$ cat src/design/cpuPkg.sv
package cpuPkg;

  typedef logic [15:0] word;   // Data and address width
  typedef logic [3:0]  regId;  // Register number, r0 reads zero

  //////////////////////////////////////////////////
  // Instruction encodings
  //////////////////////////////////////////////////
  typedef enum logic [3:0] {
    opAdd = 4'h0,  // rd = rs + rt
    opSub = 4'h1,  // rd = rs - rt
    opXor = 4'h2,  // rd = rs ^ rt
    opSll = 4'h4,  // rd = rs << imm4
    opLw  = 4'h8,  // rt = mem[rs + off4*2]
    opSw  = 4'h9,  // mem[rs + off4*2] = rt
    opLlb = 4'hA,  // rd = zero-extended imm8
    opB   = 4'hC,  // Conditional branch, ccc + off9
    opPcs = 4'hE,  // rd = address of PCS plus 2
    opHlt = 4'hF   // Stop fetching
  } opcode;

  typedef enum logic [2:0] {
    condNeq    = 3'b000,  // Z clear
    condEq     = 3'b001,  // Z set
    condGt     = 3'b010,  // Z and N clear
    condLt     = 3'b011,  // N set
    condGte    = 3'b100,  // Z set, or Z and N clear
    condLte    = 3'b101,  // N or Z set
    condOvf    = 3'b110,  // V set
    condUncond = 3'b111   // Always
  } branchCond;

  typedef struct packed {
    logic z;  // Zero
    logic v;  // Signed overflow
    logic n;  // Negative
  } flags;

  typedef enum logic [1:0] {
    aluAdd,
    aluSub,
    aluXor,
    aluSll
  } aluOp;

  //////////////////////////////////////////////////
  // Pipeline register payloads, all-zero is a bubble
  //////////////////////////////////////////////////
  typedef struct packed {
    word pcNext;  // Fetch address plus 2, zero marks a bubble
    word inst;
  } ifId;

  typedef struct packed {
    regId src1;       // First source, zero when unused
    regId src2;       // Second source or store data register
    word  data1;
    word  data2;
    word  imm;
    aluOp op;
    logic useImm;     // Operand B from imm
    logic setsFlags;
    logic memRead;
    logic memWrite;
    logic regWrite;   // Never set for r0
    logic memToReg;
    logic isPcs;
    logic isHlt;
    regId rd;
    word  pcNext;
  } idEx;

  typedef struct packed {
    word  aluOut;     // Result or memory address
    word  storeData;
    word  pcNext;
    logic memRead;
    logic memWrite;
    logic regWrite;
    logic memToReg;
    logic isPcs;
    logic isHlt;
    regId rd;
  } exMem;

  typedef struct packed {
    word  aluOut;
    word  memData;
    word  pcNext;
    logic regWrite;
    logic memToReg;
    logic isPcs;
    logic isHlt;
    regId rd;
  } memWb;

  typedef struct packed {
    logic valid;  // A register write retired this cycle
    regId rd;
    word  data;
  } wbTrace;

  localparam word resetPc = 16'h0000;  // First fetch address

endpackage
$ cat src/design/decode.sv
module decode (
  input  logic              clk,
  input  logic              reset,
  input  cpuPkg::ifId       idIn,
  input  cpuPkg::flags      execFlags,     // Flag register of execute
  input  logic              wbWrite,
  input  cpuPkg::regId      wbRd,
  input  cpuPkg::word       wbData,
  output cpuPkg::idEx       idOut,
  output logic              isBranch,
  output logic              branchTaken,
  output cpuPkg::word       branchTarget,
  output logic              halt,
  output cpuPkg::regId      src1,
  output cpuPkg::regId      src2
);

  cpuPkg::word       regs [16];  // Register file, r0 never written
  cpuPkg::opcode     opc;
  cpuPkg::branchCond cond;
  cpuPkg::idEx       ctl;        // Control and fields before register data
  cpuPkg::word       rdData1;
  cpuPkg::word       rdData2;
  logic              valid;      // ifId holds a real instruction
  logic              haltSeen;   // HLT already passed decode
  logic              condMet;

  assign valid = (idIn.pcNext != '0);  // Real fetches always carry pc+2
  assign opc   = cpuPkg::opcode'(idIn.inst[15:12]);
  assign cond  = cpuPkg::branchCond'(idIn.inst[11:9]);

  //////////////////////////////////////////////////
  // Register file with write-through
  //////////////////////////////////////////////////
  always_ff @(posedge clk) begin
    if (wbWrite && (wbRd != '0)) begin
      regs[wbRd] <= wbData;
    end
  end

  assign rdData1 = (src1 == '0) ? '0 : (wbWrite && (wbRd == src1)) ? wbData : regs[src1];
  assign rdData2 = (src2 == '0) ? '0 : (wbWrite && (wbRd == src2)) ? wbData : regs[src2];

  //////////////////////////////////////////////////
  // Control generation
  //////////////////////////////////////////////////
  always_comb begin
    ctl        = '0;
    src1       = '0;
    src2       = '0;
    isBranch   = 1'b0;
    ctl.pcNext = idIn.pcNext;
    ctl.rd     = idIn.inst[11:8];
    if (valid) begin
      case (opc)
        cpuPkg::opAdd, cpuPkg::opSub, cpuPkg::opXor: begin
          src1          = idIn.inst[7:4];
          src2          = idIn.inst[3:0];
          ctl.regWrite  = 1'b1;
          ctl.setsFlags = 1'b1;
          ctl.op        = (opc == cpuPkg::opAdd) ? cpuPkg::aluAdd :
                          (opc == cpuPkg::opSub) ? cpuPkg::aluSub : cpuPkg::aluXor;
        end
        cpuPkg::opSll: begin
          src1          = idIn.inst[7:4];
          ctl.imm       = {12'h000, idIn.inst[3:0]};  // Shift amount
          ctl.useImm    = 1'b1;
          ctl.regWrite  = 1'b1;
          ctl.setsFlags = 1'b1;
          ctl.op        = cpuPkg::aluSll;
        end
        cpuPkg::opLw, cpuPkg::opSw: begin
          src1         = idIn.inst[7:4];                           // Base register
          src2         = (opc == cpuPkg::opSw) ? idIn.inst[11:8] : '0;  // Store data
          ctl.imm      = {{11{idIn.inst[3]}}, idIn.inst[3:0], 1'b0};  // Word offset
          ctl.useImm   = 1'b1;
          ctl.memRead  = (opc == cpuPkg::opLw);
          ctl.memWrite = (opc == cpuPkg::opSw);
          ctl.regWrite = (opc == cpuPkg::opLw);
          ctl.memToReg = (opc == cpuPkg::opLw);
        end
        cpuPkg::opLlb: begin
          ctl.imm      = {8'h00, idIn.inst[7:0]};  // r0 + imm8
          ctl.useImm   = 1'b1;
          ctl.regWrite = 1'b1;
        end
        cpuPkg::opB: isBranch = 1'b1;
        cpuPkg::opPcs: begin
          ctl.regWrite = 1'b1;
          ctl.isPcs    = 1'b1;
        end
        cpuPkg::opHlt: ctl.isHlt = 1'b1;
        default: ;  // Unused opcodes retire as nops
      endcase
    end
    if (ctl.rd == '0) begin
      ctl.regWrite = 1'b0;  // Writes to r0 vanish here, no forward, no trace
    end
    if (haltSeen) begin
      ctl.isHlt = 1'b1;  // Keep HLT flowing so it stays in write-back
    end
    ctl.src1 = src1;
    ctl.src2 = src2;
  end

  always_comb begin
    idOut       = ctl;
    idOut.data1 = rdData1;
    idOut.data2 = rdData2;
  end

  assign halt = ctl.isHlt;

  always_ff @(posedge clk) begin
    if (reset) begin
      haltSeen <= 1'b0;
    end else if (halt) begin
      haltSeen <= 1'b1;
    end
  end

  //////////////////////////////////////////////////
  // Branch resolution
  //////////////////////////////////////////////////
  always_comb begin
    case (cond)
      cpuPkg::condNeq: condMet = !execFlags.z;
      cpuPkg::condEq:  condMet = execFlags.z;
      cpuPkg::condGt:  condMet = !execFlags.z && !execFlags.n;
      cpuPkg::condLt:  condMet = execFlags.n;
      cpuPkg::condGte: condMet = execFlags.z || (!execFlags.z && !execFlags.n);
      cpuPkg::condLte: condMet = execFlags.n || execFlags.z;
      cpuPkg::condOvf: condMet = execFlags.v;
      default:         condMet = 1'b1;  // Unconditional
    endcase
  end

  assign branchTaken  = isBranch && condMet;
  assign branchTarget = idIn.pcNext + {{6{idIn.inst[8]}}, idIn.inst[8:0], 1'b0};

endmodule

$ cat config.mk
export PLATFORM = sky130hd
export DESIGN_NAME = decode
export DESIGN_NICKNAME = d
export VERILOG_FILES = /design/src/design/cpuPkg.sv /design/src/design/decode.sv
export SDC_FILE = /design/constraint.sdc
export NUM_CORES = 1
export LEC_CHECK = 0
export BUFFER_PORTS_ARGS = -buffer_cell sky130_fd_sc_hd__clkbuf_2
export CORE_ASPECT_RATIO = 0.75
export CORE_UTILIZATION = 53
export DETAILED_ROUTE_END_ITERATION = 16
export PLACE_DENSITY = 0.71
export SYNTH_ARGS = -nofsm -noshare
export SYNTH_HDL_FRONTEND = slang
export SYNTH_SLANG_ARGS = --single-unit
$ cat constraint.sdc
create_clock -name clk -period 3.45 [get_ports clk]
set_input_delay 0.345 -clock clk [delete_from_list [all_inputs] [get_ports clk]]
set_output_delay 0.345 -clock clk [all_outputs]
set_load 0.05 [all_outputs]
Yosys cells after proc, flatten, opt, wreduce, memory -nomap -nowiden. Memory sizes are Yosys's and may differ from the RTL's. Index checks and enable logic that the tools add are counted.

Register bits: 1. Memory bits (writable): 256. Bits of input ports: 58. Logic and storage cells: 70. Memories: 1.

Add/sub/neg operators: 1. Eq/ne operators: 17. Muxes and demuxes: 28. Reductions and logical operators: 22.

Memories: regs (depth 16, width 16, read ports 2, clocked after memory_dff 0, wr ports 1, RTL line decode.sv:18) `cpuPkg::word regs [16];`.

Operators by type and width (count): $mux 16 (4); $pmux 16 s3 (1); $mux 26 (1); $eq 4x4->1 const B (6); $add 16x16->16 (1); $logic_not 4->1 (4); $mux 4 (4); $reduce_bool 16->1 (1); $reduce_or 6->1 (2); $mux 1 (11); $eq 3x3->1 const B (3); $eq 4x4->1 (2); $pmux 4 s2 (1); $reduce_or 4->1 (2); $pmux 1 s7 (1); $eq 3x2->1 const B (2); $mux 2 (3); $logic_and 1x1->1 (5); $eq 4x1->1 const B (1); $eq 4x2->1 const B (1); $eq 4x3->1 const B (1); $pmux 2 s2 (1); $reduce_bool 4->1 (1); $eq 3x1->1 const B (1); other kinds (6) (8).

Depth between registers and ports, before layout. Gate-level depths: netlist of run 1.

Depth after elaboration: 8. Mapped depth: 12. Gate-level depth less buffers: 10.

Least setup slack after synthesis of run 1. No wires, ideal clock.

Path type: input to output. Start: input port idIn[12] (netlist name). End: output port idOut[60] (netlist name). Arrival time: 3.008 ns. Data required time: 3.105 ns. Path slack: 0.097 ns. Stages on the path: 8. Cells stage by stage: buf_2 or2_4 nor3b_2 o211a_2 xor2_1 or4_4 o21a_1 a21oi_1.

RTL lines: start: declaration (RTL line decode.sv:4) `input cpuPkg::ifId idIn,`; end: declaration (RTL line decode.sv:9) `output cpuPkg::idEx idOut,`.

==> impl_metrics.yaml, run 1 <==
clock_network:
  cts_buffer_depth: 3
  h-tree-depth: 1
  cts_tree: "done"
  clkTransAtPathRegs_ns: 0.07
  numCtsBuffers: 25
  root_buffer: "clkbuf_16"
  cts_sinks: 257
  worstSkewPairLatency_ns: 0.52
hold_path:
  hp-class: "input port to flip-flop"
placement:
  place_hpwl_um: 28800
  post-place-ws_ns: -0.0822
  portBuffers: 170
  place.gp.congestion: 0.928
floorplan:
  die_area_um2: 27000
  row_count: 51
  core-area_um2: 25900
  fp.dieH_um: 143
  initial_utilization: 0.539
  ioPinCount: 171
  die_w_um: 189
worst_setup_path:
  cp.required_ns: 3.11
  path_cells: "clkbuf_2 -> or2_4 -> nor3b_2 -> o211ai_1 -> buf_4 -> inv_2 -> buf_4 -> nor3_4 -> nor2b_4 -> a32o_1 -> clkbuf_2"
  rrSetupSlack_ns: 2.67
  critPathArrivalTime_ns: 3.03
  worstSetupStartpointType: "input port"
  worst_path_largest_cell_delay_ns: 0.51
  path_class: "input port to primary output"
  crit_start: "idIn[15]"
  critPathMaxFanout: 15
  rr_worst_depth: 2
  rr_startpoint: "haltSeen"
  cp-endpoint: "idOut[58]"
  slowest_stage: "nor2b_4"
  worstSetupEndpointType: "primary output"
  worstReg2RegEnd: "haltSeen"
yosys:
  synth_top_family_by_area: "compound AO/OA/AOI/OAI gates"
  synth_compound_area_frac: 0.219
  synth_seq_cells: 257
  synth.cell_area_um2: 14000
  synthArstFlopShare: 0
  synth.distinct_cells: 79
  synth-edff-count: 256
  ys_seq_area_frac: 0.552
  synth_xor_area_frac: 0.0113
  yosys.area.top_type: "edfxtp_1"
  syn_avg_cell_area_um2: 11.1
  yosysWarnings: 0
  yosys_most_used_dff: "edfxtp_1"
  synth_simple_gate_area_frac: 0.137
  synth.top_cell.area_share: 0.550
  synth_cells: 1263
  synth_mux_area_frac: 0.00815
  synth_fa_ha_area_frac: 0.0147
  synth_area_leaders: "edfxtp_1 (55%), nand2_1 (7.0%), a221oi_1 (6.6%)"
global_route:
  antenna_found_initial: 0
  grtUsageTotal: 0.338
  overflow: 0
  grt_max_degree: 64
  grt_pass1_wl_um: 68200
  grt_pass1_vias: 11100
cells_and_area:
  finalNetCount: 1480
  layout-drive-gt1-share: 0.229
  syn_to_final_growth_pct: 17.3
  antenna_cells: 0
timing:
  layout_worst_path_cycle_share: 0.979
  worstMarginPinSlew_ns: 1.17
  setup_slack_ns: 0.0722
  fin_crit_ns: 3.38
  slew_headroom: 0.219
  slew_viol_final: 0
  finClkSkew_ns: 0
  setup_violations: 0
  hold_viol_final: 0
  max_freq_mhz: 296
status:
  outcome: "completed"
pwr:
  leakagePower_uw: 0.00592
  fin_total_pwr_uw: 7570
  irDropWorstVdd_v: 0.000425
  clkPwrFrac: 0.324
  p_switching_uw: 2240
  p_sw_frac: 0.296
  p_int_uw: 5330
  powerDensity_nw_per_um2: 462
  combPwrFrac: 0.206
  p_seq_frac: 0.469
drt:
  viasPerCell: 6.91
  wl_per_cell_um: 26.3
  drc: 0
  drt_iter0_drc: 2035
  num_vias: 12200
  wl_um: 46500
  ant_nets: 0
  firstDrtPassIters: 6
flow_run:
  drv_cap: 0
-- layout by cell type (no fill, tap or decap), types with 12 or more instances in the layout --
cell type,instances
conb_1,16
a311oi_1,16
a21oi_1,19
buf_4,58
nand2_1,258
a221oi_1,105
o211a_1,15
edfxtp_1,256
a31oi_1,81
xnor2_1,14
a32o_1,31
and3_1,21
nand3_1,27
o22a_1,15
nor2_2,12
nor3_1,13
a221o_1,15
clkbuf_16,25
clkbuf_2,150
buf_12,31
nor2_1,14
o21ai_0,24
ha_1,14
-- cell families after synthesis --
family          count (synthesis)
fa+ha+maj                      16
simple gates                  416
xor+xnor                       18
flops                         257
compound gates                386
mux                            10
buf+inv                       159
other cells                     1
-- sequential cells by signal, indices dropped and copies added (netlist names) --
register,count
haltSeen,1
regs,256
-- metrics by stage --
step | std cells | instance area [µm²] | setup TNS [ns] | utilization | hold WS [ns]
after floorplan | 1278 | 14000 | 0 | - | 0.417
after global placement | 1721 | 15600 | -0.00256 | 0.603 | 0.521
after detailed placement | 1721 | 15600 | -0.133 | 0.603 | 0.518
after CTS | 1767 | 16400 | 0 | 0.631 | 0.278
after global routing | 1768 | 16400 | -0.00119 | 0.633 | 0.307
final | 1768 | 16400 | 0 | 0.633 | 0.292
-- area by class of cell --
class / instances / area, µm²
well taps: 344 / 430
multi-input cells: 862 / 5610
inverters: 15 / 56.3
repair buffers: 246 / 1880
flip-flops and latches: 257 / 7710
clock inverters: 10 / 45.0
clock buffers: 34 / 659
fillers: 2108 / 9510
-- Yosys cell counts, types with 22 or more instances --
master and count:
nor2_1 26, and3_1 22, nand3_1 29, o21ai_0 25, clkbuf_1 47, a32o_1 31, buf_2 41, edfxtp_1 256
a221oi_1 105, nand2_1 260, a31oi_1 81, buf_4 38
-- what timing repair did --
action	4_1_cts	5_1_grt
setup endpoints to repair	3	32
hold buffers	1	0
buffers inserted	1	1
resized for setup	2	9
pin swaps	1	1
hold endpoints to repair	1	0
-- worst max-delay path: cells and delay by family --
family,cells,cell delay [ns]
compound gates,2,0.43
simple gates,4,1.13
buf+inv,5,1.10
-- power groups by stage --
stage	sequential [µW]	clock, µW	combinational [µW]
after floorplan	3610	0	996
after global placement	3610	0	1510
after detailed placement	3610	0	1520
after CTS	3550	2470	1530
after global routing	3560	2590	1620
final	3550	2460	1560
-- layer usage --
metal,GRT usage,up-vias,wire length [µm]
met1,0.472,5913,18100
met5,0,-,0
met4,0.121,0,1650
met3,0.0826,142,5940
met2,0.513,914,20800
li1,-,5241,-
-- how the worst min path moves through the flow --
stage | from | endpoint | slack (ns) | cells after the start
2_1_floorplan | reset | haltSeen | 0.42 | 1
3_3_place_gp | reset | haltSeen | 0.52 | 2
3_5_place_dp | reset | haltSeen | 0.52 | 2
4_1_cts | wbData[13] | regs[1][13] | 0.28 | 1
5_1_grt | wbData[1] | regs[7][1] | 0.31 | 1
6_report | wbData[1] | regs[6][1] | 0.29 | 1
No activity file was read; power rests on OpenSTA's default activity.
==> inputs of run 2 (changes only) <==
--- a/config.mk
+++ b/config.mk
@@ -9,7 +9,7 @@
 export CORE_ASPECT_RATIO = 0.75
 export CORE_UTILIZATION = 53
 export DETAILED_ROUTE_END_ITERATION = 16
-export PLACE_DENSITY = 0.71
+export PLACE_DENSITY = 0.72
 export SYNTH_ARGS = -nofsm -noshare
 export SYNTH_HDL_FRONTEND = slang
 export SYNTH_SLANG_ARGS = --single-unit
==> impl_metrics.yaml, run 2 (synthesis gave the netlist of run 1 again) <==
status:
  outcome: "completed"
global_route:
  grt_pass1_vias: 11100
  grt_max_degree: 70
  antenna_found_initial: 0
  grtUsageTotal: 0.338
  grt_pass1_wl_um: 68400
  overflow: 0
cells_and_area:
  n_fill_cell: 2009
  final_cell_mix: "nand2_1 (258), edfxtp_1 (256), clkbuf_2 (146)"
  utilization: 0.636
  multi_input_area_um2: 5620
  stdcell_area_um2: 16500
  antenna_cells: 0
  layout-drive-gt1-share: 0.234
  largest_register: "regs"
  syn_to_final_growth_pct: 17.9
  finalNetCount: 1477
  regArea_um2: 7710
  final_common_cell: "nand2_1"
  reg_top3: "regs (256), haltSeen (1)"
  largest_reg_flops: 256
drt:
  num_vias: 12200
  ant_nets: 0
  drt_iter0_drc: 2123
  drc: 0
  viasPerCell: 6.93
  wl_um: 46400
  wl_per_cell_um: 26.3
  firstDrtPassIters: 8
clock_network:
  worstSkewPairLatency_ns: 0.52
  h-tree-depth: 1
  clkTransAtPathRegs_ns: 0.06
  cts_buffer_depth: 3
  root_buffer: "clkbuf_16"
  cts_sinks: 257
  cts_tree: "done"
  numCtsBuffers: 25
timing:
  worstMarginPinSlew_ns: 0.710
  slew_viol_final: 0
  slew_headroom: 0.525
  hold_viol_final: 0
  finClkSkew_ns: 0
  max_freq_mhz: 296
  rsz0062_at_grt: "yes"
  fin_crit_ns: 3.38
  layout_worst_path_cycle_share: 0.981
  setup_violations: 0
worst_setup_path:
  critPathArrivalTime_ns: 3.04
  worstSetupEndpointType: "primary output"
  cp.required_ns: 3.11
  rrSetupSlack_ns: 2.69
  worstSetupStartpointType: "input port"
  rr_worst_depth: 2
  path_class: "input port to primary output"
  critPathMaxFanout: 15
hold_path:
  hp-class: "input port to flip-flop"
  hold_depth: 1
floorplan:
  core-area_um2: 25900
  die_area_um2: 27000
  row_count: 51
  initial_utilization: 0.539
  fp.dieH_um: 143
  ioPinCount: 171
  die_w_um: 189
pwr:
  clkPwrFrac: 0.335
  p_switching_uw: 2290
  powerDensity_nw_per_um2: 468
  irDropWorstVdd_v: 0.000378
  p_seq_frac: 0.460
  p_sw_frac: 0.297
  leakagePower_uw: 0.00594
  combPwrFrac: 0.204
  p_int_uw: 5430
flow_run:
  drv_cap: 0
placement:
  portBuffers: 170
  placed_area_um2: 15600
  place_hpwl_um: 29200
  place.gp.congestion: 0.914
run 2: changes by cell type in the layout (fill, tap and decap cells not counted), sizes merged:
| cell | delta |
|---|---|
| clkinv | +1 |
| buf | +1 |
| clkinvlp | +2 |
| bufinv | +1 |
| clkbuf | -7 |
run 2: power groups by stage:
stage,registers [µW],logic [µW],clock network [µW]
floorplan,3610,996,0
global placement,3610,1510,0
detailed placement,3620,1530,0
CTS,3550,1530,2580
global route,3560,1640,2680
finish,3550,1580,2590
run 2: final cells by class:
type,instances,area share
sequential,257,0.468
tap,344,0.0261
clock inverter,14,0.00638
inverter,15,0.00342
multi-input combinational,862,0.341
clock buffer,31,0.0394
timing repair buffer,243,0.116
run 2: critical path, cell delays in order:
cell	delay [ns]
clkbuf_2	0.13
nor4_4	0.34
nand4_1	0.20
buf_4	0.21
o211ai_1	0.15
buf_12	0.20
xnor2_1	0.07
or4_4	0.46
nor2b_4	0.16
buf_12	0.16
buf_12	0.13
a32o_1	0.22
clkbuf_2	0.24
run 2: stage by stage:
stage / setup slack [ns] / std cells / total power (µW) / hold WS, ns / setup TNS (ns)
floorplan: 0.0971 / 1278 / 4600 / 0.417 / 0
global placement: -0.0709 / 1717 / 5130 / 0.503 / -0.328
detailed placement: -0.155 / 1717 / 5140 / 0.513 / -1.36
CTS: 0.0131 / 1764 / 7670 / 0.259 / 0
global route: -0.00345 / 1766 / 7880 / 0.285 / -0.00387
finish: 0.0663 / 1766 / 7710 / 0.277 / 0
run 2: layer usage:
metal | global-route usage | wire length [µm] | share of wire
met2 | 0.508 | 20600 | 0.44
met5 | 0 | 0 | 0
met1 | 0.480 | 18100 | 0.39
met3 | 0.0836 | 6140 | 0.13
met4 | 0.114 | 1550 | 0.033
run 2: worst paths after layout:
path	startpoint	endpoint
setup / recovery	idIn[29]	idOut[54]
hold / removal	wbData[2]	regs[8][2]
setup reg to reg	haltSeen	haltSeen
hold reg to reg	haltSeen	haltSeen
run 2: what timing repair did:
action                                 CTS  global route
hold buffers                             1             0
setup endpoints to repair               15            16
setup buffers                            1             2
gates resized for setup                  1            13
pin swaps                                1             0
endpoints found under the hold margin    1             0
==> inputs of run 3 (changes only) <==
--- a/config.mk
+++ b/config.mk
@@ -8,6 +8,7 @@
 export BUFFER_PORTS_ARGS = -buffer_cell sky130_fd_sc_hd__clkbuf_2
 export CORE_ASPECT_RATIO = 0.75
 export CORE_UTILIZATION = 53
+export CTS_BUF_LIST = sky130_fd_sc_hd__clkbuf_2
 export DETAILED_ROUTE_END_ITERATION = 16
 export PLACE_DENSITY = 0.72
 export SYNTH_ARGS = -nofsm -noshare
==> impl_metrics.yaml, run 3 (synthesis gave the netlist of run 1 again) <==
timing:
  layout_worst_path_cycle_share: 0.985
  hold_viol_final: 0
  setup_violations: 0
  fin_crit_ns: 3.40
  slew_headroom: 0.512
  worstMarginPinSlew_ns: 0.729
  max_freq_mhz: 294
  rsz0062_at_grt: "yes"
  setup_slack_ns: 0.0509
  finClkSkew_ns: 0
  slew_viol_final: 0
clock_network:
  numCtsBuffers: 58
  h-tree-depth: 2
  worstSkewPairLatency_ns: 0.89
  root_buffer: "clkbuf_2"
  cts_sinks: 257
  cts_buffer_depth: 3
  cts_tree: "done"
  clkTransAtPathRegs_ns: 0.11
worst_setup_path:
  worstSetupEndpointType: "primary output"
  critPathArrivalTime_ns: 3.05
  cp.required_ns: 3.11
  worst_path_dominant_cell_family: "simple AND/OR/NAND/NOR gates"
  path_cells: "clkbuf_2 -> nor4_4 -> nand4_1 -> buf_4 -> o211ai_1 -> buf_12 -> xnor2_1 -> or4_4 -> nor2b_4 -> buf_12 -> buf_12 -> a32o_1 -> clkbuf_2"
  slowest_stage: "or4_4"
  worst_path_largest_cell_delay_ns: 0.47
  cp_common_cell: "buf_12"
  critPathMaxFanout: 15
  worstSetupStartpointType: "input port"
  path_class: "input port to primary output"
  cp_num_buf_inv: 6
hold_path:
  hp-class: "input port to flip-flop"
pwr:
  powerDensity_nw_per_um2: 435
  irDropWorstVdd_v: 0.000240
  fin_total_pwr_uw: 7140
  leakagePower_uw: 0.00605
flow_run:
  drv_cap: 0
drt:
  drt_iter0_drc: 1902
  wl_per_cell_um: 25.5
  num_vias: 12300
  drc: 0
  viasPerCell: 6.72
  firstDrtPassIters: 7
  ant_nets: 0
  wl_um: 46700
floorplan:
  ioPinCount: 171
  initial_utilization: 0.539
  fp.dieH_um: 143
  die_w_um: 189
  die_area_um2: 27000
  core-area_um2: 25900
  row_count: 51
global_route:
  antenna_found_initial: 1
  grt_max_degree: 70
  overflow: 0
  grt_pass1_vias: 11500
  grt_pass1_wl_um: 69000
  grtUsageTotal: 0.343
placement:
  placed_area_um2: 15600
  place.gp.congestion: 0.914
  place_hpwl_um: 29200
  post-place-ws_ns: -0.155
  portBuffers: 170
cells_and_area:
  largest_reg_flops: 256
  finalNetCount: 1526
  utilization: 0.633
  regArea_um2: 7710
  layout-drive-gt1-share: 0.260
  syn_to_final_growth_pct: 17.5
  final_common_cell: "nand2_1"
  largest_register: "regs"
  stdcell_area_um2: 16400
  multi_input_area_um2: 5620
  n_fill_cell: 2061
  final_cell_mix: "nand2_1 (258), edfxtp_1 (256), clkbuf_2 (235)"
  reg_top3: "regs (256), haltSeen (1)"
status:
  outcome: "completed"
run 3: cell count changes in the layout (fill, tap and decap cells not counted), moves of 2 or more:
cell           change
clkinv_2           -5
clkinv_1           +4
dlygate4sd3_1     +16
clkbuf_2          +89
clkbuf_16         -25
clkbuf_4           -2
clkbuf_1           -6
clkinvlp_4         -2
run 3: area by class of cell:
cell class,instances,share of cell area
Inverter,15,0.00343
Multi-Input combinational cell,862,0.342
Sequential cell,257,0.470
Timing Repair Buffer,259,0.126
Antenna cell,1,0.000153
Clock inverter,10,0.00564
Tap cell,344,0.0262
Clock buffer,88,0.0268
run 3: where the power goes:
part / total (µW) / switching, µW / internal (µW)
combinational: 1590 / 1080 / 509
clock: 2010 / 1190 / 815
sequential: 3550 / 37.6 / 3510
run 3: metal layers:
layer,part of all wire,up-vias,global-route usage
met3,0.13,148,0.108
met4,0.035,0,0.143
met2,0.44,909,0.506
met5,0,-,0
met1,0.39,5924,0.466
li1,-,5360,-
run 3: timing repair:
action                     CTS  global route
setup endpoints to repair   15            30
hold endpoints to repair   257             0
hold buffers                17             0
pin swaps                    1             0
gates resized for setup      1            11
buffers inserted             1             2
run 3: final timing paths:
kind / start / endpoint / slack [ns] / cells past startpoint
min reg2reg: haltSeen / haltSeen / 0.62 / 2
max reg2reg: haltSeen / haltSeen / 2.69 / 2
max: idIn[26] / idOut[54] / 0.05 / 13
min: wbRd[3] / regs[7][14] / 0.13 / 3
run 3: metrics by stage:
| stage | setup TNS (ns) | hold WS [ns] | std cells |
|---|---|---|---|
| after floorplan | 0 | 0.417 | 1278 |
| after global placement | -0.328 | 0.503 | 1717 |
| after detailed placement | -1.36 | 0.513 | 1717 |
| after CTS | 0 | 0.0646 | 1833 |
| after global routing | -0.0136 | 0.120 | 1836 |
| final | 0 | 0.131 | 1836 |
run 3: worst min-delay path: stages:
cell and delay [ns]:
clkbuf_2 0.17, or2_2 0.22, nor2_2 0.09
