[src/design/cpuPkg.sv]
package cpuPkg;

  typedef logic [15:0] word;   // Data and address width
  typedef logic [3:0]  regId;  // Register number, r0 reads zero

  //////////////////////////////////////////////////
  // Instruction encodings
  //////////////////////////////////////////////////
  typedef enum logic [3:0] {
    opAdd = 4'h0,  // rd = rs + rt
    opSub = 4'h1,  // rd = rs - rt
    opXor = 4'h2,  // rd = rs ^ rt
    opSll = 4'h4,  // rd = rs << imm4
    opLw  = 4'h8,  // rt = mem[rs + off4*2]
    opSw  = 4'h9,  // mem[rs + off4*2] = rt
    opLlb = 4'hA,  // rd = zero-extended imm8
    opB   = 4'hC,  // Conditional branch, ccc + off9
    opPcs = 4'hE,  // rd = address of PCS plus 2
    opHlt = 4'hF   // Stop fetching
  } opcode;

  typedef enum logic [2:0] {
    condNeq    = 3'b000,  // Z clear
    condEq     = 3'b001,  // Z set
    condGt     = 3'b010,  // Z and N clear
    condLt     = 3'b011,  // N set
    condGte    = 3'b100,  // Z set, or Z and N clear
    condLte    = 3'b101,  // N or Z set
    condOvf    = 3'b110,  // V set
    condUncond = 3'b111   // Always
  } branchCond;

  typedef struct packed {
    logic z;  // Zero
    logic v;  // Signed overflow
    logic n;  // Negative
  } flags;

  typedef enum logic [1:0] {
    aluAdd,
    aluSub,
    aluXor,
    aluSll
  } aluOp;

  //////////////////////////////////////////////////
  // Pipeline register payloads, all-zero is a bubble
  //////////////////////////////////////////////////
  typedef struct packed {
    word pcNext;  // Fetch address plus 2, zero marks a bubble
    word inst;
  } ifId;

  typedef struct packed {
    regId src1;       // First source, zero when unused
    regId src2;       // Second source or store data register
    word  data1;
    word  data2;
    word  imm;
    aluOp op;
    logic useImm;     // Operand B from imm
    logic setsFlags;
    logic memRead;
    logic memWrite;
    logic regWrite;   // Never set for r0
    logic memToReg;
    logic isPcs;
    logic isHlt;
    regId rd;
    word  pcNext;
  } idEx;

  typedef struct packed {
    word  aluOut;     // Result or memory address
    word  storeData;
    word  pcNext;
    logic memRead;
    logic memWrite;
    logic regWrite;
    logic memToReg;
    logic isPcs;
    logic isHlt;
    regId rd;
  } exMem;

  typedef struct packed {
    word  aluOut;
    word  memData;
    word  pcNext;
    logic regWrite;
    logic memToReg;
    logic isPcs;
    logic isHlt;
    regId rd;
  } memWb;

  typedef struct packed {
    logic valid;  // A register write retired this cycle
    regId rd;
    word  data;
  } wbTrace;

  localparam word resetPc = 16'h0000;  // First fetch address

endpackage
[src/design/execute.sv]
module execute (
  input  logic          clk,
  input  logic          reset,
  input  cpuPkg::idEx   exIn,
  input  cpuPkg::exMem  memFwd,     // Instruction now in memory
  input  cpuPkg::memWb  wbFwd,      // Instruction now in write-back
  input  cpuPkg::word   wbData,     // Its selected write data
  output cpuPkg::exMem  exOut,
  output cpuPkg::flags  execFlags   // Flag register
);

  cpuPkg::word memValue;  // What the memory-stage instruction will write
  cpuPkg::word opA;
  cpuPkg::word storeVal;  // Forwarded second register
  cpuPkg::word opB;
  cpuPkg::word result;
  logic        fwdMem1;
  logic        fwdMem2;
  logic        fwdWb1;
  logic        fwdWb2;
  logic        overflow;

  //////////////////////////////////////////////////
  // Operand forwarding
  //////////////////////////////////////////////////
  assign memValue = memFwd.isPcs ? memFwd.pcNext : memFwd.aluOut;

  assign fwdMem1 = memFwd.regWrite && (memFwd.rd == exIn.src1);
  assign fwdMem2 = memFwd.regWrite && (memFwd.rd == exIn.src2);
  assign fwdWb1  = wbFwd.regWrite && (wbFwd.rd == exIn.src1);
  assign fwdWb2  = wbFwd.regWrite && (wbFwd.rd == exIn.src2);

  assign opA      = fwdMem1 ? memValue : fwdWb1 ? wbData : exIn.data1;  // Newest wins
  assign storeVal = fwdMem2 ? memValue : fwdWb2 ? wbData : exIn.data2;
  assign opB      = exIn.useImm ? exIn.imm : storeVal;

  //////////////////////////////////////////////////
  // ALU and flags
  //////////////////////////////////////////////////
  always_comb begin
    overflow = 1'b0;
    case (exIn.op)
      cpuPkg::aluAdd: begin
        result   = opA + opB;
        overflow = (opA[15] == opB[15]) && (result[15] != opA[15]);
      end
      cpuPkg::aluSub: begin
        result   = opA - opB;
        overflow = (opA[15] != opB[15]) && (result[15] != opA[15]);
      end
      cpuPkg::aluXor: result = opA ^ opB;
      default:        result = opA << opB[3:0];
    endcase
  end

  always_ff @(posedge clk) begin
    if (reset) begin
      execFlags <= '0;
    end else if (exIn.setsFlags) begin
      execFlags.z <= (result == '0);
      if ((exIn.op == cpuPkg::aluAdd) || (exIn.op == cpuPkg::aluSub)) begin
        execFlags.n <= result[15];
        execFlags.v <= overflow;
      end else if (exIn.op == cpuPkg::aluXor) begin
        execFlags.n <= result[15];  // V untouched by XOR
      end
    end
  end

  always_comb begin
    exOut.aluOut    = result;
    exOut.storeData = storeVal;
    exOut.pcNext    = exIn.pcNext;
    exOut.memRead   = exIn.memRead;
    exOut.memWrite  = exIn.memWrite;
    exOut.regWrite  = exIn.regWrite;
    exOut.memToReg  = exIn.memToReg;
    exOut.isPcs     = exIn.isPcs;
    exOut.isHlt     = exIn.isHlt;
    exOut.rd        = exIn.rd;
  end

  // Load data is not ready in memory stage, the hazard unit must have stalled
  noLoadForward: assert property (@(posedge clk) disable iff (reset)
    !(memFwd.memRead && (fwdMem1 || fwdMem2)))
    else $error("execute: forward from load r%0d in memory stage", memFwd.rd);

endmodule

[config.mk]
export PLATFORM = sky130hd
export DESIGN_NAME = execute
export DESIGN_NICKNAME = d
export VERILOG_FILES = /design/src/design/cpuPkg.sv /design/src/design/execute.sv
export SDC_FILE = /design/constraint.sdc
export NUM_CORES = 1
export LEC_CHECK = 0
export BUFFER_PORTS_ARGS = -buffer_cell sky130_fd_sc_hd__buf_2
export CAP_MARGIN = 5
export CELL_PAD_IN_SITES_DETAIL_PLACEMENT = 0
export CELL_PAD_IN_SITES_GLOBAL_PLACEMENT = 2
export CORE_MARGIN = 2
export CORE_UTILIZATION = 22
export CTS_BUF_LIST = sky130_fd_sc_hd__clkbuf_2 sky130_fd_sc_hd__clkbuf_4 sky130_fd_sc_hd__clkbuf_8
export CTS_CLUSTER_DIAMETER = 50
export CTS_CLUSTER_SIZE = 25
export DETAILED_ROUTE_END_ITERATION = 7
export GPL_TIMING_DRIVEN = 1
export PLACE_DENSITY_LB_ADDON = 0.1
export SLEW_MARGIN = 25
export SYNTH_ARGS = -nofsm -noshare
export SYNTH_HDL_FRONTEND = slang
export SYNTH_SLANG_ARGS = --single-unit
[constraint.sdc]
create_clock -name clk -period 8 [get_ports clk]
set_input_delay 1.6 -clock clk [delete_from_list [all_inputs] [get_ports clk]]
set_output_delay 1.6 -clock clk [all_outputs]
set_load 0.01 [all_outputs]
## Word level (Yosys, flattened, before mapping)

Index checks and enable logic that the tools add are counted.

- Register bits: 3
- Bits in latches: 0
- Memory bits (writable): 0
- Bits in read-only memories: 0
- Bits of input ports: 218
- Output and inout port bits: 61
- Word-level logic and storage cells: 39
- Memories kept: 0

- Add/subtract/negate cells: 2
- Multiply operators: 0
- Div/mod/pow operators: 0
- Order comparisons: 0
- Equal/unequal tests: 10
- Shifts and indexed selects: 1
- Multiplexer cells: 10
- Bitwise gates (word level): 1
- Reductions and logical operators: 12

Operators with widths:

| kind | number |
|---|---|
| $mux W16 | 6 |
| $pmux W16 S3 | 1 |
| $add A16 B16 Y16 | 1 |
| $eq A4 B4 Y1 | 4 |
| $logic_not A16 Y1 | 1 |
| $shl A16 B4 Y16 | 1 |
| $sub A16 B16 Y16 | 1 |
| $xor A16 B16 Y16 | 1 |
| $logic_and A1 B1 Y1 | 6 |
| $reduce_and A2 Y1 | 2 |
| $ne A1 B1 Y1 | 3 |
| $eq A2 B1 Y1 const B | 1 |
| $eq A2 B2 Y1 const B | 1 |
| $logic_not A2 Y1 | 1 |
| $mux W1 | 2 |
| $pmux W1 S2 | 1 |
| $reduce_bool A2 Y1 | 1 |
| $eq A1 B1 Y1 | 1 |
| $logic_or A1 B1 Y1 | 1 |

## Longest topological paths before layout

Gate-level depths: netlist of the first run.

- Word-level depth: 9
- Depth in mapped cells: 23
- Depth with buffers taken out: 21

## Worst setup path before layout of the first run

No wires, ideal clock.

- Kind: input to output
- From: input port wbFwd[0] in the netlist's numbering
- To: output port exOut[57] in the netlist's numbering
- Arrival: 5.699 ns
- Data required time: 6.400 ns
- Path slack: 0.701 ns
- Stages: 21
- Path buffers: 3
- Cells stage by stage: xnor2_1 and2_1 buf_4 nand2_1 buf_1 mux2i_1 o21ai_0 mux2_2 ha_1 clkbuf_1 nand3_1 o22ai_1 a2111oi_0 o21a_1 o21ai_0 a21oi_1 o21a_1 o21ai_0 nand2b_1 a221oi_1 o21a_1

RTL lines:

| element | line | RTL |
|---|---|---|
| from (decl) | execute.sv:6 | `input cpuPkg::memWb wbFwd,` |
| to (decl) | execute.sv:8 | `output cpuPkg::exMem exOut,` |

==> results of run 1 <==
## worst reg2reg max path, cell delays in order (launching register included)
cell	delay, ns
dfxtp_1	0.33
a21boi_0	0.19
a41oi_1	0.07
a21oi_1	0.16
## layer usage
metal,part of all wire [%],vias up,wire [µm]
li1,-,2866,-
met4,1.3,0,290
met1,45,2796,10280
met2,49,173,11270
met5,0,-,0
met3,4.1,26,945
## worst max path at each step
stage,endpoint,depth (start not counted),slack [ns],from
2_1_floorplan,exOut[57],21,0.70,wbFwd[0]
3_3_place_gp,exOut[57],20,0.40,exIn[79]
3_5_place_dp,exOut[57],20,0.40,exIn[79]
4_1_cts,exOut[57],20,0.38,exIn[79]
5_1_grt,exOut[57],20,0.005,exIn[79]
6_report,exOut[57],20,0.44,exIn[79]
## report_power, final
group | total (µW) | internal (µW) | switching [µW]
sequential | 16.3 | 15.9 | 0.451
clock | 47.4 | 37.4 | 10.1
combinational | 575 | 229 | 346
## layout by cell type, fill, tap and decap left out, types with 30 or more instances in the layout
cell,netlist,final
inv_1,35,35
o21ai_0,42,41
ha_1,34,34
nor2_1,65,65
buf_4,28,38
nand2_1,63,63
mux2i_1,45,45
buf_2,8,155
a21oi_1,42,42
nand3_1,30,30
## timing repair
action,in CTS,in global routing
gates resized for setup,0,1
hold endpoints to repair,0,0
endpoints found under the setup margin,0,1
setup buffers,0,0
## per-stage QoR
stage | cells | util, % | hold slack, ns | setup WS (ns)
after floorplan | 706 | - | 0.4695 | 0.7014
after global placement | 1110 | 27.38 | 0.4374 | 0.4036
after detailed placement | 1110 | 27.38 | 0.4425 | 0.4014
after CTS | 1114 | 27.61 | 0.4466 | 0.3819
after global routing | 1114 | 27.61 | 0.4821 | 0.004752
final | 1114 | 27.61 | 0.4418 | 0.4418
## kinds of logic (layout without fill, tap and decap cells)
family                   Yosys count  after routing  synth area share (%)
multiplexers                      73             73                 16.39
AND/OR/NAND/NOR                  255            255                 26.74
AO/OA/AOI/OAI                    214            214                 30.94
XOR/XNOR                          24             24                 4.435
buffers and inverters            102            235                 10.82
adder cells (fa/ha/maj)           35             35                 9.398
flip-flops                         3              3                 1.267
## layout make-up
type                            count  area share, %
Multi-Input combinational cell    601          71.55
Timing Repair Buffer              193          18.22
Tap cell                          275          5.909
Inverter                           38          2.450
Sequential cell                     3          1.031
Clock buffer                        4         0.8380
==> reports/metrics.csv, run 1 <==
stage,metric,value,unit
worst_setup_path,crit path cell chain,buf_2 > xor2_1 > nor3_4 > nand2_1 > mux2i_1 > o21ai_0 > mux2_2 > ha_1 > nand3_1 > o22ai_1 > a2111oi_0 > o21a_1 > o21ai_0 > a21oi_1 > o21a_1 > o21ai_1 > nand2b_1 > a221oi_1 > o21a_1 > buf_2,
global_route,initial antenna violation count,1,
logic_synthesis,post-synthesis sequential area ratio,1.267,%
clock_network,htree depth,1,
floorplanning,Die Y,150.8,µm
logic_synthesis,Synth Flop Type,dfxtp_1,
worst_hold_path,Hold Crit Depth,2,
worst_hold_path,Min-Delay Endpoint,execFlags[2],
worst_setup_path,reg2reg path depth,3,
worst_setup_path,"reg-to-reg slack, setup",7.18,ns
timing,Max Transition Viols Final,0,
clock_network,CTS Buffer Depth,2,
logic_synthesis,most common cell in the netlist,nor2_1,
timing,RSZ-0062 raised after global routing,false,
floorplanning,# rows,53,
layout,Largest regs,execFlags (3),
job,Max-Cap Viols,0,
drt,drt pass-1 iters,5,
worst_setup_path,Required @ worst endpoint,6.40,ns
drt,initial drt markers,412,
global_route,met3 global-route usage,0.6627,%
worst_setup_path,top cell family by delay on the critical path,compound AO/OA/AOI/OAI gates,
worst_setup_path,crit path launch type,input port,
drt,DR vias,5861,
power,P_leak,0.002658,µW
layout,Filler cells,2410,
worst_setup_path,Worst R2R End,execFlags[0],
worst_hold_path,worst min-delay path class,reg2reg,
timing,Worst Tran Pin Value,0.9323,ns
run_status,outcome,finished clean,
global_route,GR Util met1,26.68,%
global_route,met2 usage,35.80,%
power,Tot Pwr,638.8,µW
worst_setup_path,Crit Reg-Reg Startpoint,execFlags[0],
logic_synthesis,synthesized cell area,4740,µm²
logic_synthesis,Synth area leaders,"mux2i_1 (9.5%), ha_1 (9.0%), mux2_2 (6.2%)",
worst_setup_path,WS Path Type,in2out,
clock_network,Worst-Skew Late Latency,0.22,ns
global_route,global route hottest layer,met2,
drt,DR WL/cell,20.46,µm
logic_synthesis,count of state elements after synthesis,3,
floorplanning,Core ar.,21090,µm²
timing,"Hold Vio Cnt, Final",0,
worst_setup_path,cell repeated most along the worst path,o21a_1,
timing,Sum Neg Setup Slack,0,ns
worst_setup_path,worst-path cell with the longest stage delay,ha_1,
place,routability cong.,0.9124,
timing,fmax,132.3,MHz
power,maximum VDD drop,0.03907,mV
global_route,largest net degree at the start of global routing,31,
timing,fin crit share,94.48,%
floorplanning,# IOs,279,
logic_synthesis,number of synthesized flops with an enable pin,0,
clock_network,Clock Root Buffer,clkbuf_8,
layout,"Area growth, synth to finish",22.86,%
logic_synthesis,cells after synthesis,706,
power,power per cell area,109.7,nW/µm²
layout,max FFs per register,3,
logic_synthesis,cell type contributing the most total cell area after synthesis,mux2i_1,
logic_synthesis,top cell type's share of synthesized area,9.504,%
logic_synthesis,asr flop ratio synth,0,%
layout,Diodes inserted,0,
global_route,vias in the first global route,5866,
clock_network,CTS tree,yes,
global_route,total global-route track usage,19.80,%
clock_network,hold buffers post-CTS,0,
floorplanning,Initial Util,22.48,%
logic_synthesis,"Avg Cell Area, Syn",6.713,µm²
logic_synthesis,Mapped Nets,959,
drt,routed vias/inst,5.261,
layout,share of layout cells above drive strength 1,29.44,%
logic_synthesis,Yosys warnings,0,
place,Post-Place Cell Area,5774,µm²
drt,DR DRC count,0,
clock_network,CTS buffer count,3,
drt,ANT nets after route,0,
worst_hold_path,Hold Startpoint,execFlags[2],
worst_setup_path,crit end category,output pin,
floorplanning,Die ar.,22730,µm²
global_route,remaining global-route overflow,0,
worst_setup_path,Worst EP arrival,5.96,ns
timing,setup violators final,0,
global_route,global-route wire length before repair,34770,µm
worst_setup_path,worst-path fanout max,9,
timing,Max-slew headroom,37.32,%
timing,post-route minimum period,7.558,ns
layout,Finished Cell Area,5823,µm²
floorplanning,DIE WIDTH,150.8,µm
logic_synthesis,synth unique cells,82,
worst_setup_path,Buf/Inv on CP,2,
worst_setup_path,CP peak stage delay,0.47,ns
clock_network,clock slew at reported path FFs,0.03,ns
place,HPWL Detailed,19160,µm
timing,Final Skew,0,ns
layout,area taken by flip-flops and latches,60.06,µm²
logic_synthesis,most frequent cells after synthesis,"nor2_1 (65), nand2_1 (63), mux2i_1 (45)",
layout,fin nets,1093,
layout,Multi-input gate area,4167,µm²
drt,final wirelength,22790,µm
place,Port Buffers,155,
layout,Top reg by flops,execFlags,
clock_network,Clock Sinks,3,
(Power assumes the default switching activity.)
==> run 2, diff against run 1 <==
--- a/config.mk
+++ b/config.mk
@@ -16,6 +16,7 @@
 export CTS_CLUSTER_SIZE = 25
 export DETAILED_ROUTE_END_ITERATION = 7
 export GPL_TIMING_DRIVEN = 1
+export MAX_ROUTING_LAYER = met4
 export PLACE_DENSITY_LB_ADDON = 0.1
 export SLEW_MARGIN = 25
 export SYNTH_ARGS = -nofsm -noshare
==> reports/metrics.csv, run 2 (synthesis gave the netlist of run 1 again) <==
stage,metric,value,unit
run_status,outcome,finished clean,
power,P_sw,358.8,µW
layout,Finished Cell Area,5823,µm²
layout,Top reg by flops,execFlags,
worst_setup_path,reg2reg path depth,3,
drt,initial drt markers,413,
layout,max FFs per register,3,
power,P_leak,0.002658,µW
layout,"Area growth, synth to finish",22.86,%
layout,fin nets,1093,
timing,RSZ-0062 raised after global routing,false,
clock_network,Clock Root Buffer,clkbuf_8,
worst_setup_path,Required @ worst endpoint,6.40,ns
floorplanning,# rows,53,
floorplanning,# IOs,279,
clock_network,Worst-Skew Late Latency,0.22,ns
worst_hold_path,Min-Delay Endpoint,execFlags[2],
global_route,largest net degree at the start of global routing,31,
worst_hold_path,Hold Crit Depth,2,
clock_network,CTS Buffer Depth,2,
worst_setup_path,WS Path Type,in2out,
power,Clock power frac,7.4,%
timing,Max Transition Viols Final,0,
power,Gate power share,90.1,%
layout,share of layout cells above drive strength 1,29.44,%
worst_setup_path,Worst R2R End,execFlags[0],
floorplanning,Die ar.,22730,µm²
place,HPWL Detailed,19160,µm
drt,DR DRC count,0,
worst_setup_path,crit path launch type,input port,
worst_setup_path,Crit Reg-Reg Startpoint,execFlags[0],
clock_network,htree depth,1,
global_route,initial antenna violation count,1,
worst_setup_path,Worst EP arrival,5.98,ns
clock_network,Clock Sinks,3,
layout,Largest regs,execFlags (3),
place,routability cong.,0.9282,
worst_setup_path,"reg-to-reg slack, setup",7.17,ns
layout,most frequent cells in the layout,"buf_2 (155), nor2_1 (65), nand2_1 (63)",
clock_network,CTS tree,yes,
power,Flop pwr share,2.5,%
layout,"commonest non-fill, non-tap cell in the layout",buf_2,
floorplanning,Die Y,150.8,µm
global_route,global-route wire length before repair,34820,µm
floorplanning,DIE WIDTH,150.8,µm
place,Post-Place Cell Area,5774,µm²
timing,Max-slew headroom,37.47,%
power,sw frac,55.96,%
worst_hold_path,Hold Startpoint,execFlags[2],
job,Max-Cap Viols,0,
timing,worst hold slack,0.4418,ns
floorplanning,Core ar.,21090,µm²
place,"worst slack, placed",0.4014,ns
global_route,remaining global-route overflow,0,
timing,Worst Tran Pin Value,0.9300,ns
power,Int Pwr,282.3,µW
timing,fin worst setup slack,0.4222,ns
floorplanning,Initial Util,22.48,%
timing,fin crit share,94.72,%
drt,drt pass-1 iters,5,
drt,routed vias/inst,5.281,
clock_network,CTS buffer count,3,
clock_network,hold buffers post-CTS,0,
timing,"Hold Vio Cnt, Final",0,
timing,Sum Neg Setup Slack,0,ns
worst_setup_path,crit end category,output pin,
layout,Diodes inserted,0,
timing,fmax,132.0,MHz
power,power per cell area,110.1,nW/µm²
power,maximum VDD drop,0.03921,mV
worst_hold_path,worst min-delay path class,reg2reg,
worst_setup_path,worst-path fanout max,9,
global_route,vias in the first global route,5866,
drt,ANT nets after route,0,
timing,post-route minimum period,7.578,ns
timing,Final Skew,0,ns
drt,DR WL/cell,20.49,µm
timing,setup violators final,0,
global_route,total global-route track usage,20.42,%
place,Port Buffers,155,
clock_network,"Setup Fix Bufs, Post-CTS",0,
drt,DR vias,5883,
clock_network,clock slew at reported path FFs,0.03,ns
drt,final wirelength,22830,µm
## run 2: per-layer routing
metal	GRT usage (%)	wire length, µm
met5	-	0
met4	3.037	303
met3	0.6024	908
met2	35.84	11240
met1	26.82	10370
## run 2: power groups by stage
stage	registers [µW]	logic, µW	clock network (µW)
finish	16.3	577	47.4
global route	16.4	635	49.6
CTS	16.4	576	48.7
detailed placement	16.5	573	0
global placement	16.5	572	0
floorplan	16.8	373	0
## run 2: worst max path at each step
stage                     startpoint        end  slack, ns
after floorplan             wbFwd[0]  exOut[57]       0.70
after global placement      exIn[79]  exOut[57]       0.40
after detailed placement    exIn[79]  exOut[57]       0.40
after CTS                   exIn[79]  exOut[57]       0.38
after global routing        exIn[79]  exOut[57]      0.004
final                       exIn[79]  exOut[57]       0.42
## run 2: area by class of cell
cell class / count / area (µm²)
timing repair buffer: 193 / 1061
tap: 275 / 344.1
sequential: 3 / 60.06
multi-input combinational: 601 / 4167
inverter: 38 / 142.6
fill: 2410 / 15260
clock buffer: 4 / 48.80
## run 2: stage by stage
stage,cells,power [µW],util (%)
4_1_cts,1114,641.1,27.61
5_1_grt,1114,701.3,27.61
3_5_place_dp,1110,589.2,27.38
6_report,1114,641.1,27.61
2_1_floorplan,706,389.5,-
3_3_place_gp,1110,588.8,27.38
## run 2: critical path, cell delays in order
cell and delay, ns:
buf_2 0.11, xor2_1 0.18, nor3_4 0.42, nand2_1 0.22, mux2i_1 0.19, o21ai_0 0.11
mux2_2 0.33, ha_1 0.47, nand3_1 0.11, o22ai_1 0.29, a2111oi_0 0.17, o21a_1 0.27
o21ai_0 0.17, a21oi_1 0.10, o21a_1 0.22, o21ai_1 0.27, nand2b_1 0.12, a221oi_1 0.27
o21a_1 0.21, buf_2 0.14
## run 2: timing repair
item	in CTS	in global routing
endpoints found under the hold margin	0	0
gates resized for setup	0	1
endpoints found under the setup margin	0	1
==> run 3, diff against run 2 <==
==> constraint.sdc (replaced) <==
create_clock -name clk -period 8 [get_ports clk]
set_input_delay 1.6 -clock clk [delete_from_list [all_inputs] [get_ports clk]]
set_output_delay 1.6 -clock clk [all_outputs]
set_load 0.1 [all_outputs]
==> reports/metrics.csv, run 3 (synthesis gave the netlist of run 1 again) <==
stage,metric,value,unit
place,dpl cells,1125,
layout,Largest regs,execFlags (3),
layout,Layout Cells excl Fill,1129,
layout,"Area growth, synth to finish",28.80,%
global_route,initial antenna violation count,0,
layout,"commonest non-fill, non-tap cell in the layout",buf_2,
clock_network,CTS buffer count,3,
clock_network,"Setup Fix Bufs, Post-CTS",0,
floorplanning,DIE WIDTH,150.8,µm
timing,RSZ-0062 raised after global routing,false,
timing,Max Transition Viols Final,0,
layout,max FFs per register,3,
power,P_leak,0.002768,µW
place,HPWL Detailed,19570,µm
layout,share of layout cells above drive strength 1,32.32,%
timing,fmax,132.5,MHz
floorplanning,Initial Util,22.48,%
clock_network,CTS Buffer Depth,2,
timing,fin crit share,94.33,%
timing,Sum Neg Setup Slack,0,ns
worst_hold_path,worst min-delay path class,reg2reg,
worst_setup_path,Worst EP arrival,5.95,ns
drt,DR DRC count,0,
global_route,vias in the first global route,5970,
layout,Filler cells,2375,
power,maximum VDD drop,0.1104,mV
worst_setup_path,WS Path Type,in2out,
layout,Diodes inserted,0,
drt,routed vias/inst,5.252,
timing,setup violators final,0,
timing,post-route minimum period,7.546,ns
timing,Max-slew headroom,36.74,%
worst_setup_path,"reg-to-reg slack, setup",7.17,ns
worst_setup_path,crit path launch type,input port,
timing,"Hold Vio Cnt, Final",0,
drt,DR WL/cell,20.52,µm
clock_network,htree depth,1,
drt,initial drt markers,375,
global_route,remaining global-route overflow,0,
place,Port Buffers,155,
floorplanning,# IOs,279,
clock_network,Clock Root Buffer,clkbuf_8,
timing,Worst Tran Pin Value,0.9409,ns
drt,drt pass-1 iters,5,
floorplanning,# rows,53,
clock_network,hold buffers post-CTS,0,
clock_network,clock slew at reported path FFs,0.03,ns
layout,Top reg by flops,execFlags,
clock_network,Resize count post-CTS,0,
global_route,largest net degree at the start of global routing,30,
global_route,total global-route track usage,20.40,%
global_route,global-route wire length before repair,34840,µm
worst_setup_path,crit end category,output pin,
drt,DR vias,5930,
floorplanning,Die Y,150.8,µm
worst_setup_path,worst-path fanout max,16,
worst_setup_path,Required @ worst endpoint,6.40,ns
place,routability cong.,0.9443,
layout,fin nets,1108,
clock_network,Worst-Skew Late Latency,0.21,ns
layout,most frequent cells in the layout,"buf_2 (150), nor2_1 (65), nand2_1 (63)",
clock_network,CTS tree,yes,
power,power per cell area,145.7,nW/µm²
drt,ANT nets after route,0,
timing,Final Skew,0,ns
run_status,outcome,finished clean,
floorplanning,Die ar.,22730,µm²
clock_network,Clock Sinks,3,
layout,final core occ,28.95,%
drt,final wirelength,23170,µm
floorplanning,Core ar.,21090,µm²
job,Max-Cap Viols,0,
run 3: cell types whose count changed in the layout (fill, tap and decap cells not counted), moves of 2 or more:
cell     previous run  this run
buf_4              38        53
buf_12              0         5
o21ai_1             9        11
mux2i_1            45        43
o21ai_0            41        31
mux2i_2             0         2
buf_2             155       150
o21ai_4             0         6
o21ai_2             0         2
run 3: power breakdown:
part / switching [µW] / internal, µW
sequential: 0.410 / 15.9
clock: 9.17 / 37.3
combinational: 561 / 266
total: 570 / 319
run 3: cell type report:
class / count / area, µm² / area share [%]
multi-input cells: 601 / 4260 / 69.79
repair buffers: 208 / 1249 / 20.46
well taps: 275 / 344.1 / 5.636
inverters: 38 / 142.6 / 2.337
flip-flops and latches: 3 / 60.06 / 0.9838
clock buffers: 4 / 48.80 / 0.7993
run 3: metal layers:
| metal | part of all wire, % | wire (µm) | global-route usage, % |
|---|---|---|---|
| met1 | 44 | 10150 | 25.54 |
| met2 | 50 | 11570 | 36.55 |
| met3 | 4.7 | 1083 | 1.416 |
| met4 | 1.6 | 370 | 3.458 |
| met5 | 0 | 0 | - |
run 3: final timing paths:
path                              startpoint  cells past startpoint            to
worst min register to register  execFlags[2]                      2  execFlags[2]
worst min-delay path            execFlags[2]                      2  execFlags[2]
worst max register to register  execFlags[0]                      3  execFlags[0]
worst max-delay path                exIn[79]                     19     exOut[54]
run 3: through the flow:
| step | total power, µW | setup slack (ns) | instance area, µm² | hold slack [ns] |
|---|---|---|---|---|
| final | 889.2 | 0.4537 | 6105 | 0.4466 |
| after global routing | 951.6 | 0.01073 | 6105 | 0.4622 |
| after CTS | 889.3 | 0.2437 | 6101 | 0.4495 |
| after detailed placement | 839.0 | 0.2616 | 6052 | 0.4429 |
| after global placement | 839.2 | 0.2939 | 6052 | 0.4382 |
| after floorplan | 645.6 | 0.03760 | 4831 | 0.8674 |
run 3: worst max-delay path, stage by stage:
cell and delay (ns):
buf_2 0.11, xor2_1 0.18, nor3_4 0.32, and2_4 0.21
buf_4 0.25, buf_4 0.31, o21ai_2 0.10, mux2_2 0.29
ha_1 0.47, inv_1 0.15, a21o_1 0.26, a21oi_1 0.16
nor3_1 0.05, o21ai_0 0.22, nand4_1 0.18, a211oi_1 0.26
nand4_1 0.20, or2_2 0.31, buf_2 0.29
